**config.mk**
```make
export PLATFORM = sky130hd
export DESIGN_NAME = ppu_out_top
export DESIGN_NICKNAME = d
export VERILOG_FILES = /design/src/ppu_pkg.sv /design/src/ppu_cfg_regs.sv /design/src/scanline_emu.sv /design/src/rgb_range_limit.sv /design/src/ppu_out_top.sv
export VERILOG_INCLUDE_DIRS = /design/src
export SDC_FILE = /design/constraint.sdc
export NUM_CORES = 1
export LEC_CHECK = 0
export BUFFER_PORTS_ARGS = -buffer_cell sky130_fd_sc_hd__buf_2
export CORE_MARGIN = 3
export CORE_UTILIZATION = 55
export CTS_CLUSTER_SIZE = 25
export DETAILED_ROUTE_END_ITERATION = 10
export PLACE_DENSITY = 0.8
export SLEW_MARGIN = 40
export SYNTH_ARGS = -nofsm -noshare
export SYNTH_HDL_FRONTEND = slang
export SYNTH_HIERARCHICAL = 1
export SYNTH_SLANG_ARGS = --single-unit
```
**constraint.sdc**
```tcl
create_clock -name VCLK_Tx -period 8.7 [get_ports VCLK_Tx]
set_clock_uncertainty 0.2 [all_clocks]
set_input_delay 0.435 -clock VCLK_Tx [delete_from_list [all_inputs] [get_ports VCLK_Tx]]
set_output_delay 0.435 -clock VCLK_Tx [all_outputs]
set_load 0.01 [all_outputs]
```
**src/ppu_defs.svh**
```systemverilog
/*
 * Output post-processing parameters
 * Colour width, RGB range-limit constants and the field
 * widths of the configuration word
 */

`ifndef PPU_DEFS_SVH
`define PPU_DEFS_SVH

// ============================================================
// Video data
// ============================================================

// Bits per colour channel
`define COLOR_W      8

// Limited range: out = c * 220/256 + 16, rounded
`define LIMIT_COEFF  8'd220
`define LIMIT_OFFSET 8'd16

// ============================================================
// Scanline configuration
// ============================================================

// Raw strength code and relative position widths
`define SL_STR_W     4
`define SL_POS_W     8

`endif

```
**src/ppu_pkg.sv**
```systemverilog
/*
 * Output post-processing types
 * Pixel bus, raw configuration word and the per-direction
 * scanline settings shared by the VCLK_Tx pipeline
 */

`include "ppu_defs.svh"

package ppu_pkg;

  // Scanline thickness, thin covers the last quarter of a source pixel
  typedef enum logic [1:0] {
    sl_thin   = 2'd0,
    sl_normal = 2'd1,
    sl_thick  = 2'd2,
    sl_full   = 2'd3
  } sl_thickness_e;

  // One scaled pixel with its syncs and position inside the source pixel
  typedef struct packed {
    logic                 vsync;
    logic                 hsync;
    logic                 de;
    logic [`COLOR_W-1:0]  red;
    logic [`COLOR_W-1:0]  green;
    logic [`COLOR_W-1:0]  blue;
    logic [`SL_POS_W-1:0] vpos_rel;
    logic [`SL_POS_W-1:0] hpos_rel;
  } pixel_t;

  // Settings for one scanline direction, strength already expanded
  typedef struct packed {
    logic                en;
    sl_thickness_e       thickness;
    logic [`COLOR_W-1:0] strength;
  } sl_dir_cfg_t;

  // Raw configuration word as delivered by the controller
  typedef struct packed {
    logic                 limited_rgb;
    logic                 h2v_linked;
    logic                 hsl_en;
    sl_thickness_e        hsl_thickness;
    logic [`SL_STR_W-1:0] hsl_str_code;
    logic                 vsl_en;
    sl_thickness_e        vsl_thickness;
    logic [`SL_STR_W-1:0] vsl_str_code;
  } ppu_cfg_word_t;

endpackage

```
**src/ppu_cfg_regs.sv**
```systemverilog
/*
 * Configuration register block
 * Turns the raw configuration word into the vertical and
 * horizontal scanline settings and the range-limit enable.
 * One register stage, beside the video pipeline it steers.
 */

`timescale 1ns/1ps

`include "ppu_defs.svh"

module ppu_cfg_regs
  import ppu_pkg::*;
(
  input  logic          VCLK_Tx,
  input  logic          nVRST_Tx,
  input  ppu_cfg_word_t cfg_i,
  output sl_dir_cfg_t   vsl_cfg_o,
  output sl_dir_cfg_t   hsl_cfg_o,
  output logic          limited_rgb_o
);

  // Code n gives 16*(n+1)-1, i.e. the code with all low bits set
  function automatic logic [`COLOR_W-1:0] expand_str(input logic [`SL_STR_W-1:0] code);
    return {code, {(`COLOR_W-`SL_STR_W){1'b1}}};
  endfunction

  sl_dir_cfg_t hsl_next;
  sl_dir_cfg_t vsl_own;
  sl_dir_cfg_t vsl_next;

  assign hsl_next.en        = cfg_i.hsl_en;
  assign hsl_next.thickness = cfg_i.hsl_thickness;
  assign hsl_next.strength  = expand_str(cfg_i.hsl_str_code);

  assign vsl_own.en        = cfg_i.vsl_en;
  assign vsl_own.thickness = cfg_i.vsl_thickness;
  assign vsl_own.strength  = expand_str(cfg_i.vsl_str_code);

  // Linked mode: vertical stage mirrors the whole horizontal setting
  assign vsl_next = cfg_i.h2v_linked ? hsl_next : vsl_own;

  // ============================================================
  // Settings registers
  // ============================================================

  always_ff @(posedge VCLK_Tx or negedge nVRST_Tx) begin
    if (!nVRST_Tx) begin
      hsl_cfg_o     <= '0;
      vsl_cfg_o     <= '0;
      limited_rgb_o <= 1'b0;
    end else begin
      hsl_cfg_o     <= hsl_next;
      vsl_cfg_o     <= vsl_next;
      limited_rgb_o <= cfg_i.limited_rgb;
    end
  end

endmodule

```
**src/scanline_emu.sv**
```systemverilog
/*
 * Scanline emulation stage
 * Darkens pixels that fall into the scanline band of one
 * direction. Stage 1 decides the band, stage 2 applies the
 * strength. Syncs and positions travel with the colours.
 */

`timescale 1ns/1ps

`include "ppu_defs.svh"

module scanline_emu
  import ppu_pkg::*;
#(
  parameter bit SL_HORIZONTAL = 1'b0
) (
  input  logic        VCLK_Tx,
  input  logic        nVRST_Tx,
  input  pixel_t      pixel_i,
  input  sl_dir_cfg_t sl_cfg_i,
  output pixel_t      pixel_o
);

  localparam int CW = `COLOR_W;

  // c - floor(c * s / 256)
  function automatic logic [CW-1:0] darken(input logic [CW-1:0] c,
                                           input logic [CW-1:0] s);
    logic [2*CW-1:0] prod;
    prod = (2*CW)'(c) * (2*CW)'(s);
    return c - prod[2*CW-1 -: CW];
  endfunction

  logic [`SL_POS_W-1:0] rel_pos;
  logic [1:0]           pos_top;
  logic [1:0]           band_start;

  pixel_t               pix_s1;
  logic                 band_s1;
  logic [CW-1:0]        str_s1;

  // Horizontal scanlines follow the line position, vertical ones the column
  assign rel_pos    = SL_HORIZONTAL ? pixel_i.vpos_rel : pixel_i.hpos_rel;
  assign pos_top    = rel_pos[`SL_POS_W-1 -: 2];
  assign band_start = 2'd3 - 2'(sl_cfg_i.thickness);

  // ============================================================
  // Stage 1: band decision
  // ============================================================

  always_ff @(posedge VCLK_Tx or negedge nVRST_Tx) begin
    if (!nVRST_Tx) begin
      pix_s1  <= '0;
      band_s1 <= 1'b0;
      str_s1  <= '0;
    end else begin
      pix_s1  <= pixel_i;
      // Blanking is never touched
      band_s1 <= sl_cfg_i.en & pixel_i.de & (pos_top >= band_start);
      // Strength sampled with the pixel so both stages see one setting
      str_s1  <= sl_cfg_i.strength;
    end
  end

  // ============================================================
  // Stage 2: darkening
  // ============================================================

  always_ff @(posedge VCLK_Tx or negedge nVRST_Tx) begin
    if (!nVRST_Tx) begin
      pixel_o <= '0;
    end else begin
      pixel_o <= pix_s1;
      if (band_s1) begin
        pixel_o.red   <= darken(pix_s1.red, str_s1);
        pixel_o.green <= darken(pix_s1.green, str_s1);
        pixel_o.blue  <= darken(pix_s1.blue, str_s1);
      end
    end
  end

endmodule

```
**src/rgb_range_limit.sv**
```systemverilog
/*
 * RGB range limiter and output register
 * Scales full-range RGB into 16..235 when limited mode is on,
 * otherwise passes the colours through. Three stages: product,
 * rounding, offset with the final output registers.
 */

`timescale 1ns/1ps

`include "ppu_defs.svh"

module rgb_range_limit
  import ppu_pkg::*;
(
  input  logic                  VCLK_Tx,
  input  logic                  nVRST_Tx,
  input  pixel_t                pixel_i,
  input  logic                  limited_rgb_i,
  output logic                  vsync_o,
  output logic                  hsync_o,
  output logic                  de_o,
  output logic [3*`COLOR_W-1:0] vd_o
);

  localparam int CW = `COLOR_W;

  // Channel 2 is red so the packing matches vd_o
  logic [2:0][CW-1:0]   chan_in;
  logic [2:0][2*CW-1:0] prod;
  logic [2:0][CW:0]     scaled_s1;
  logic [2:0][CW-1:0]   rounded_s2;
  logic [2:0][CW-1:0]   chan_s2;
  pixel_t               pix_s1;
  pixel_t               pix_s2;
  logic                 lim_s1;
  logic                 lim_s2;

  assign chan_in = {pixel_i.red, pixel_i.green, pixel_i.blue};
  assign chan_s2 = {pix_s2.red, pix_s2.green, pix_s2.blue};

  always_comb begin
    for (int i = 0; i < 3; i++) begin
      prod[i] = (2*CW)'(chan_in[i]) * (2*CW)'(`LIMIT_COEFF);
    end
  end

  always_ff @(posedge VCLK_Tx or negedge nVRST_Tx) begin
    if (!nVRST_Tx) begin
      scaled_s1  <= '0;
      rounded_s2 <= '0;
      pix_s1     <= '0;
      pix_s2     <= '0;
      lim_s1     <= 1'b0;
      lim_s2     <= 1'b0;
      vsync_o    <= 1'b0;
      hsync_o    <= 1'b0;
      de_o       <= 1'b0;
      vd_o       <= '0;
    end else begin
      // Mode is taken when the pixel enters
      pix_s1 <= pixel_i;
      lim_s1 <= limited_rgb_i;
      pix_s2 <= pix_s1;
      lim_s2 <= lim_s1;
      for (int i = 0; i < 3; i++) begin
        // floor(c*220/128), one bit more than the result
        scaled_s1[i]  <= prod[i][2*CW-1 -: CW+1];
        // Halve and round half up
        rounded_s2[i] <= scaled_s1[i][CW:1] + CW'(scaled_s1[i][0]);
        vd_o[i*CW +: CW] <= lim_s2 ? rounded_s2[i] + `LIMIT_OFFSET : chan_s2[i];
      end
      vsync_o <= pix_s2.vsync;
      hsync_o <= pix_s2.hsync;
      de_o    <= pix_s2.de;
    end
  end

endmodule

```
**src/ppu_out_top.sv**
```systemverilog
/*
 * Output post-processing top level
 * Configuration registers, vertical and horizontal scanline
 * stages and the RGB range limiter on VCLK_Tx. Seven cycles
 * from pixel in to video out.
 */

`timescale 1ns/1ps

`include "ppu_defs.svh"

module ppu_out_top
  import ppu_pkg::*;
(
  input  logic                  VCLK_Tx,
  input  logic                  nVRST_Tx,
  input  ppu_cfg_word_t         cfg_i,
  input  pixel_t                pixel_i,
  output logic                  vsync_o,
  output logic                  hsync_o,
  output logic                  de_o,
  output logic [3*`COLOR_W-1:0] vd_o
);

  sl_dir_cfg_t vsl_cfg;
  sl_dir_cfg_t hsl_cfg;
  logic        limited_rgb;
  pixel_t      v_sl_pix;
  pixel_t      h_sl_pix;

  // ============================================================
  // Configuration
  // ============================================================

  ppu_cfg_regs cfg_regs_u (
    .VCLK_Tx       (VCLK_Tx),
    .nVRST_Tx      (nVRST_Tx),
    .cfg_i         (cfg_i),
    .vsl_cfg_o     (vsl_cfg),
    .hsl_cfg_o     (hsl_cfg),
    .limited_rgb_o (limited_rgb)
  );

  // ============================================================
  // Video pipeline
  // ============================================================

  // Vertical scanlines, banded along the column position
  scanline_emu #(
    .SL_HORIZONTAL (1'b0)
  ) v_sl_u (
    .VCLK_Tx  (VCLK_Tx),
    .nVRST_Tx (nVRST_Tx),
    .pixel_i  (pixel_i),
    .sl_cfg_i (vsl_cfg),
    .pixel_o  (v_sl_pix)
  );

  scanline_emu #(
    .SL_HORIZONTAL (1'b1)
  ) h_sl_u (
    .VCLK_Tx  (VCLK_Tx),
    .nVRST_Tx (nVRST_Tx),
    .pixel_i  (v_sl_pix),
    .sl_cfg_i (hsl_cfg),
    .pixel_o  (h_sl_pix)
  );

  rgb_range_limit range_limit_u (
    .VCLK_Tx       (VCLK_Tx),
    .nVRST_Tx      (nVRST_Tx),
    .pixel_i       (h_sl_pix),
    .limited_rgb_i (limited_rgb),
    .vsync_o       (vsync_o),
    .hsync_o       (hsync_o),
    .de_o          (de_o),
    .vd_o          (vd_o)
  );

endmodule

```
# Word-level counts from Yosys, hierarchy flattened
# Index checks and enable logic that the tools add are counted.
# op_classes
n_addsub	14
n_mul	9
n_lt_le_gt_ge	2
mux	6
n_bitwise	4
# ops
op	n
8-bit by 8-bit multiplier with 16-bit output	6
24-bit two-way mux	2
8-bit subtractor	6
8-bit by 6-bit multiplier with 14-bit output, second input constant	3
8-bit by 1-bit adder with 8-bit output	3
8-bit by 5-bit adder with 8-bit output, second input constant	3
8-bit two-way mux	3
11-bit two-way mux	1
1-bit AND	4
2-bit greater-or-equal comparator	2
2-bit subtractor, first input constant	2
# word_totals
ff_bits	299
inputBits	61
out_inout_bits	27
word_cells	96

# Depth between registers and ports, before layout
# Gate-level depths: netlist (run 1).
# logic_depth
depth_word	3
ltp_mapped	25
depth_no_buf	24

# Cells and area by module
# Netlist (run 1), hierarchy kept.
# modules_own_cells
mod	n_inst	cells_each	area_per_inst_um2	seq_area_each_um2
scanline_emu at v_sl_u	1	923	9437.8	2377.3
scanline_emu at h_sl_u	1	887	9211.3	2377.3
rgb_range_limit	1	552	7100.6	3353.2
ppu_cfg_regs	1	32	573.0	400.4

# Worst setup path before layout (run 1)
# No wires, ideal clock.
# synth_path
path_kind	register to register
startpoint	reg h_sl_u.str_s1[7]
endpoint	reg h_sl_u/pixel_o[23] in the netlist's numbering
setup_time_ps	79
t_arrival_ps	5706
required_time_ps	8421
slack_ps	2714
path_stages_with_launch	24
path_buffers	1
period_less_slack_ps	5986
path_cell_list	dfrtp_1 > clkbuf_1 > and2_1 > fa_1 > fa_1 > fa_1 > inv_1 > fa_1 > inv_1 > ha_1 > a21o_1 > a21oi_1 > inv_1 > a41o_2 > a21oi_2 > nor2_1 > o311a_1 > ha_1 > nor3_1 > o2111ai_1 > and3_1 > or3b_2 > mux2i_1 > xor2_1
# synth_between
elab_chain_cells	3
# synth_rtl
element	line	text
from (decl)	scanline_emu.sv:40	logic [CW-1:0] str_s1;
from (signal assigned)	scanline_emu.sv:61	str_s1 <= sl_cfg_i.strength;
8-bit by 8-bit multiplier with 16-bit output	scanline_emu.sv:30	prod = (2*CW)'(c) * (2*CW)'(s);
8-bit subtractor	scanline_emu.sv:31	return c - prod[2*CW-1 -: CW];
24-bit two-way mux	scanline_emu.sv:74	if (band_s1) begin
to (signal assigned)	scanline_emu.sv:73	pixel_o <= pix_s1;
to (decl)	scanline_emu.sv:21	output pixel_t pixel_o
# No other way between the ends.

# Worst setup path in the final report (run 1)
# layout_path
startpoint	reg h_sl_u.str_s1[6]
endpoint	reg h_sl_u/pixel_o[23] in the netlist's numbering
# Same word-level chain as after synthesis.

==> results of run 1 <==
==> state kept, by name, summed over array words and instances (netlist names), 3 cells and up <==
signal,cells
cfg_regs_u/vsl_cfg_o,8
range_limit_u/pix_s2,3
h_sl_u/pix_s1,27
range_limit_u/pix_s1,27
v_sl_u/pixel_o,29
v_sl_u/str_s1,8
range_limit_u/scaled_s1,27
range_limit_u/chan_s2,24
h_sl_u/pixel_o,27
h_sl_u/str_s1,8
v_sl_u/pix_s1,29
cfg_regs_u/hsl_cfg_o,7
range_limit_u/rounded_s2,24
range_limit_u/vd_o,24
==> critical path, cell delays in order, from the launching register on <==
cell and delay, ns:
sky130_fd_sc_hd__dfrtp_1 0.84, sky130_fd_sc_hd__and2_1 0.25, sky130_fd_sc_hd__fa_1 0.45, sky130_fd_sc_hd__fa_1 0.53
sky130_fd_sc_hd__fa_1 0.55, sky130_fd_sc_hd__inv_1 0.06, sky130_fd_sc_hd__fa_1 0.53, sky130_fd_sc_hd__inv_1 0.04
sky130_fd_sc_hd__ha_1 0.34, sky130_fd_sc_hd__a21o_1 0.18, sky130_fd_sc_hd__a21oi_1 0.13, sky130_fd_sc_hd__inv_1 0.05
sky130_fd_sc_hd__a41o_2 0.26, sky130_fd_sc_hd__a21oi_2 0.23, sky130_fd_sc_hd__nor2_1 0.07, sky130_fd_sc_hd__o311a_1 0.35
sky130_fd_sc_hd__ha_1 0.22, sky130_fd_sc_hd__nor3_1 0.19, sky130_fd_sc_hd__o2111ai_1 0.15, sky130_fd_sc_hd__and3_1 0.18
sky130_fd_sc_hd__or3b_2 0.44, sky130_fd_sc_hd__mux2i_1 0.16, sky130_fd_sc_hd__xor2_1 0.20
==> what timing repair did <==
item / in CTS / in global routing
setup endpoints to repair: 0 / 0
setup buffers: 0 / 0
hold buffers: 46 / 0
hold endpoints to repair: 158 / 0
==> per-stage QoR <==
stage / hold WS (ns) / setup slack, ns / util, % / instance area [µm²] / cells
5_1_grt: 0.1031 / 1.649 / 61.53 / 27330 / 3055
3_5_place_dp: 0.1347 / 2.006 / 57.98 / 25750 / 2950
6_report: 0.1130 / 1.980 / 61.53 / 27330 / 3055
2_1_floorplan: -0.06059 / 2.714 / - / 24820 / 2334
4_1_cts: 0.1056 / 1.985 / 61.40 / 27270 / 3053
3_3_place_gp: 0.1311 / 2.151 / 57.98 / 25750 / 2950
==> cell type report <==
cell class,instances,area [µm²]
well taps,592,740.7
multi-input cells,1603,16080
clock inverters,22,256.5
flip-flops and latches,280,7010
fillers,3474,17090
repair buffers,130,965.9
clock buffers,35,800.8
inverters,393,1475
==> metal layers <==
| metal | routed length [µm] | vias up | track usage [%] |
|---|---|---|---|
| li1 | - | 7627 | - |
| met1 | 19390 | 8065 | 25.61 |
| met2 | 23830 | 309 | 36.51 |
| met3 | 1790 | 64 | 2.517 |
| met4 | 943 | 0 | 5.153 |
| met5 | 0 | - | 0 |
==> worst paths after layout <==
kind	start	to	depth (start not counted)
max in group asynchronous	nVRST_Tx	h_sl_u/pixel_o[41]	4
setup / recovery	h_sl_u/str_s1[6]	h_sl_u/pixel_o[23]	22
hold / removal	nVRST_Tx	range_limit_u/rounded_s2[1]	2
min in group VCLK_Tx	cfg_i[14]	cfg_regs_u/vsl_cfg_o[10]	2
hold reg to reg	cfg_regs_u/vsl_cfg_o[6]	v_sl_u/str_s1[6]	0
setup reg to reg	h_sl_u/str_s1[6]	h_sl_u/pixel_o[23]	22
==> impl_metrics.toml, run 1 <==
[cts]
ctsLongestPathBuffers = 3
cts_max_level = 1
clkSinkCount = 280
tritoncts = "done"
later_pin_clock_latency_in_the_skew_report_ns = 0.58
cts.reportedPaths.clkPinSlew_ns = 0.06
clock-root-buffer = "sky130_fd_sc_hd__clkbuf_16"
postCtsResizedCells = 0
cts_inserted_buffers = 31

[detailed_routing]
drtAntennaViolNets = 0
drtPass1Iterations = 6
detailedRoute.firstIterationViolations = 880
post-route-drc-count = 0
route.vias.total = 16070
wl_per_cell_um = 15.04
vias_per_cell = 5.259
detail_route.wirelength_um = 45960

[global_route]
grtUsageTotal_pct = 20.15
grt_pass1_vias = 17430
initial_antenna_violation_count = 0
grt_pass1_wl_um = 80140
globalRouteOverflowTotal = 0
grt_start_max_net_pins = 168

[timing]
final.period_utilization_pct = 77.24
achievable-frequency_mhz = 148.8
final-hold-violation-count = 0
rsz0062_at_grt = "no"
setup-violations-final = 0
final_max_slew_viol_count = 0
worst_slew_margin_rel_pct = 44.80
period_needed_ns = 6.720
worst_pin_slew_ns = 0.8280
final.setup.tns_ns = 0

[placed_design]
dp.final_hpwl_um = 33900
port_buffers = 75
place_congestion = 0.8473

[worst_setup_path]
startpoint_type = "flip-flop"
worst-endpoint-required_ns = 8.99
crit_path_max_fanout = 24
start_to_end_type_of_the_worst_setup_path = "reg -> reg"
worst-endpoint-arrival_ns = 7.01
critPathCaptureType = "flip-flop"
ff2ff_setup_slack_ns = 1.98

[yosys]
yosys_warnings = 6
synth.avg_cell_area_um2 = 10.63
postSynthCellCount = 2334
syn_area_um2 = 24820
synth.net_count = 2990

[status]
outcome = "finished, final reports clean"

[cells_and_area]
top_library_cells_by_usage_in_the_layout_fill_and_taps_aside = "sky130_fd_sc_hd__inv_1 (393), sky130_fd_sc_hd__ha_1 (334), sky130_fd_sc_hd__and2_1 (302)"
layout-drive-gt1-share_pct = 9.135
nNetsFinal = 3095
areaGrowthSynthToFinish_pct = 10.09
num_antenna_cells = 0
final_common_cell = "sky130_fd_sc_hd__inv_1"

[run]
cap_viol_max_count = 0

[die]
dieHeight_um = 218.4
rows = 77
core-area_um2 = 44410
fp.dieArea_um2 = 47710
initial_core_util_pct = 55.89
top_level_ports = 88
die_w_um = 218.4

[worst_hold_path]
hp-class = "in -> async"
Power of run 1 is not shown: default switching activity piles up to over one toggle a cycle in this logic, so the estimate is an artifact.
==> run 2: changes to the inputs <==
Clock period 8.7 ns to 6.2 ns, I/O delays scaled along.
==> run 2 against run 1 <==
Effect of this change:
- core utilization up 2.6 points
- largest cell class unchanged
- critical path depth is 1 higher
- die area unchanged
- routed wire length rose by 7.3%
- cell area rose by 4.2%
==> impl_metrics.toml, run 2 (synthesized netlist as in run 1, its figures left out) <==
[worst_hold_path]
hp-class = "reg -> reg"

[placed_design]
dp.final_hpwl_um = 36470
port_buffers = 75
place_congestion = 0.8851
post_placement_cell_area_um2 = 26260

[detailed_routing]
detail_route.wirelength_um = 49330
drtPass1Iterations = 5
detailedRoute.firstIterationViolations = 851
post-route-drc-count = 0
vias_per_cell = 5.253
wl_per_cell_um = 15.63
drtAntennaViolNets = 0
route.vias.total = 16590

[worst_setup_path]
start_to_end_type_of_the_worst_setup_path = "reg -> reg"
setup.worst_path.end = "v_sl_u/pixel_o[23]"
timing.critical_path.max_delay_family = "adder cells"
worstSetupStartpoint = "v_sl_u/str_s1[2]"
worst_r2r_startpoint = "v_sl_u/str_s1[2]"
crit_path_max_fanout = 5
cp_num_cells = 23
critical-path-max-stage-delay_ns = 0.56
critPathSlowestCell = "sky130_fd_sc_hd__fa_1"
critPathCaptureType = "flip-flop"
worst-endpoint-arrival_ns = 6.27
ff2ff_setup_slack_ns = 0.18
critical_path.n_buffers_inverters = 4
r2r-end = "v_sl_u/pixel_o[23]"
worst-endpoint-required_ns = 6.45
worstPathCellList = "buf_4, and2_1, fa_1, fa_1, fa_1, inv_1, fa_1, inv_1, ha_1, buf_4, nand2_1, o31ai_4, and2_4, o21ai_2, o21ba_1, xor2_1, ha_2, or3_1, o21ai_0, nor4_1, a221o_1, nor4_2, nand2_1"
cell_repeated_most_along_the_worst_path = "sky130_fd_sc_hd__fa_1"
startpoint_type = "flip-flop"
depth_of_the_worst_register_to_register_path = 23

[cts]
cts.reportedPaths.clkPinSlew_ns = 0.07
cts_max_level = 1
ctsLongestPathBuffers = 3
tritoncts = "done"
clkSinkCount = 280
clock-root-buffer = "sky130_fd_sc_hd__clkbuf_16"
cts_inserted_buffers = 31
later_pin_clock_latency_in_the_skew_report_ns = 0.58

[global_route]
grt_pass1_wl_um = 83250
initial_antenna_violation_count = 0
grt_start_max_net_pins = 167
globalRouteOverflowTotal = 0
grtUsageTotal_pct = 20.97
grt_pass1_vias = 18120

[timing]
rsz0062_at_grt = "yes"
final.period_utilization_pct = 97.02
worst_slew_margin_rel_pct = 64.84
worst_pin_slew_ns = 0.5274
final_max_slew_viol_count = 0
setup-violations-final = 0
final-hold-violation-count = 0
period_needed_ns = 6.015
achievable-frequency_mhz = 166.2
final.setup.tns_ns = 0

[cells_and_area]
areaGrowthSynthToFinish_pct = 14.75
num_antenna_cells = 0
layout-drive-gt1-share_pct = 15.20
multiInputGateArea_um2 = 16460
largestRegisters = "v_sl_u/pix_s1 (29), v_sl_u/pixel_o (29)"
final_common_cell = "sky130_fd_sc_hd__inv_1"
post-route-cell-area_um2 = 28480
nNetsFinal = 3198
fill_cells = 3372
top_library_cells_by_usage_in_the_layout_fill_and_taps_aside = "sky130_fd_sc_hd__inv_1 (391), sky130_fd_sc_hd__ha_1 (324), sky130_fd_sc_hd__and2_1 (302)"
seqCellArea_um2 = 7032

[status]
outcome = "finished, final reports clean"

[die]
rows = 77
dieHeight_um = 218.4
fp.dieArea_um2 = 47710
initial_core_util_pct = 55.89
top_level_ports = 88
core-area_um2 = 44410
die_w_um = 218.4

[run]
cap_viol_max_count = 0
[run 2: cell types whose count changed in the layout (fill, tap and decap cells not counted), sizes merged]
cell / change
buf: +94
bufinv: -3
clkbuf: +6
clkinv: -4
clkinvlp: -1
dlygate4sd3: +8
inv: +2
[run 2: worst min path at each step]
stage,end,slack (ns),startpoint,depth (start not counted)
floorplan,cfg_regs_u/hsl_cfg_o[10],-0.19,nVRST_Tx,0
global placement,h_sl_u/pixel_o[42],0.13,h_sl_u/pix_s1[42],0
detailed placement,h_sl_u/pix_s1[29],0.13,v_sl_u/pixel_o[29],0
CTS,v_sl_u/band_s1,0.09,pixel_i[6],6
global route,v_sl_u/str_s1[5],0.15,cfg_regs_u/vsl_cfg_o[5],0
finish,v_sl_u/str_s1[5],0.14,cfg_regs_u/vsl_cfg_o[5],0
[run 2: per-stage QoR]
| stage | hold slack (ns) | std cells | utilization [%] | setup WS (ns) |
|---|---|---|---|---|
| after CTS | 0.08729 | 3126 | 62.62 | 0.008233 |
| after detailed placement | 0.1347 | 3016 | 59.12 | -0.08014 |
| final | 0.1383 | 3157 | 64.13 | 0.1849 |
| after global routing | 0.1454 | 3157 | 64.13 | -0.1500 |
| after global placement | 0.1313 | 3016 | 59.12 | 0.007826 |
| after floorplan | -0.1856 | 2334 | - | 0.2143 |
[run 2: timing repair]
action	in CTS	in global routing
hold buffers	53	1
hold endpoints to repair	159	31
endpoints found under the setup margin	5	11
resized for setup	12	97
pin swaps	2	51
setup buffers	1	28
[run 2: final cells by class]
cell class / count / share of cell area (%)
clock inverters: 16 / 0.5096
multi-input cells: 1603 / 57.77
flip-flops and latches: 280 / 24.69
inverters: 393 / 5.179
repair buffers: 233 / 6.304
well taps: 592 / 2.600
clock buffers: 40 / 2.948
[run 2: per-layer routing]
layer  up-vias  GRT usage [%]  share of wire [%]
met1      8300          25.75                 41
met4         0          6.458                2.9
met5         -              0                  0
met2       341          38.35                 52
met3       102          2.781                4.1
li1       7842              -                  -
[run 2: worst reg2reg max path: stages (launching register included)]
cell,delay [ns]
sky130_fd_sc_hd__dfrtp_2,0.40
sky130_fd_sc_hd__buf_4,0.17
sky130_fd_sc_hd__and2_1,0.16
sky130_fd_sc_hd__fa_1,0.56
sky130_fd_sc_hd__fa_1,0.44
sky130_fd_sc_hd__fa_1,0.49
sky130_fd_sc_hd__inv_1,0.05
sky130_fd_sc_hd__fa_1,0.47
sky130_fd_sc_hd__inv_1,0.04
sky130_fd_sc_hd__ha_1,0.30
sky130_fd_sc_hd__buf_4,0.13
sky130_fd_sc_hd__nand2_1,0.10
sky130_fd_sc_hd__o31ai_4,0.29
sky130_fd_sc_hd__and2_4,0.21
sky130_fd_sc_hd__o21ai_2,0.08
sky130_fd_sc_hd__o21ba_1,0.17
sky130_fd_sc_hd__xor2_1,0.14
sky130_fd_sc_hd__ha_2,0.22
sky130_fd_sc_hd__or3_1,0.40
sky130_fd_sc_hd__o21ai_0,0.15
sky130_fd_sc_hd__nor4_1,0.10
sky130_fd_sc_hd__a221o_1,0.30
sky130_fd_sc_hd__nor4_2,0.24
sky130_fd_sc_hd__nand2_1,0.08
Power of run 2 is left out for the same reason.
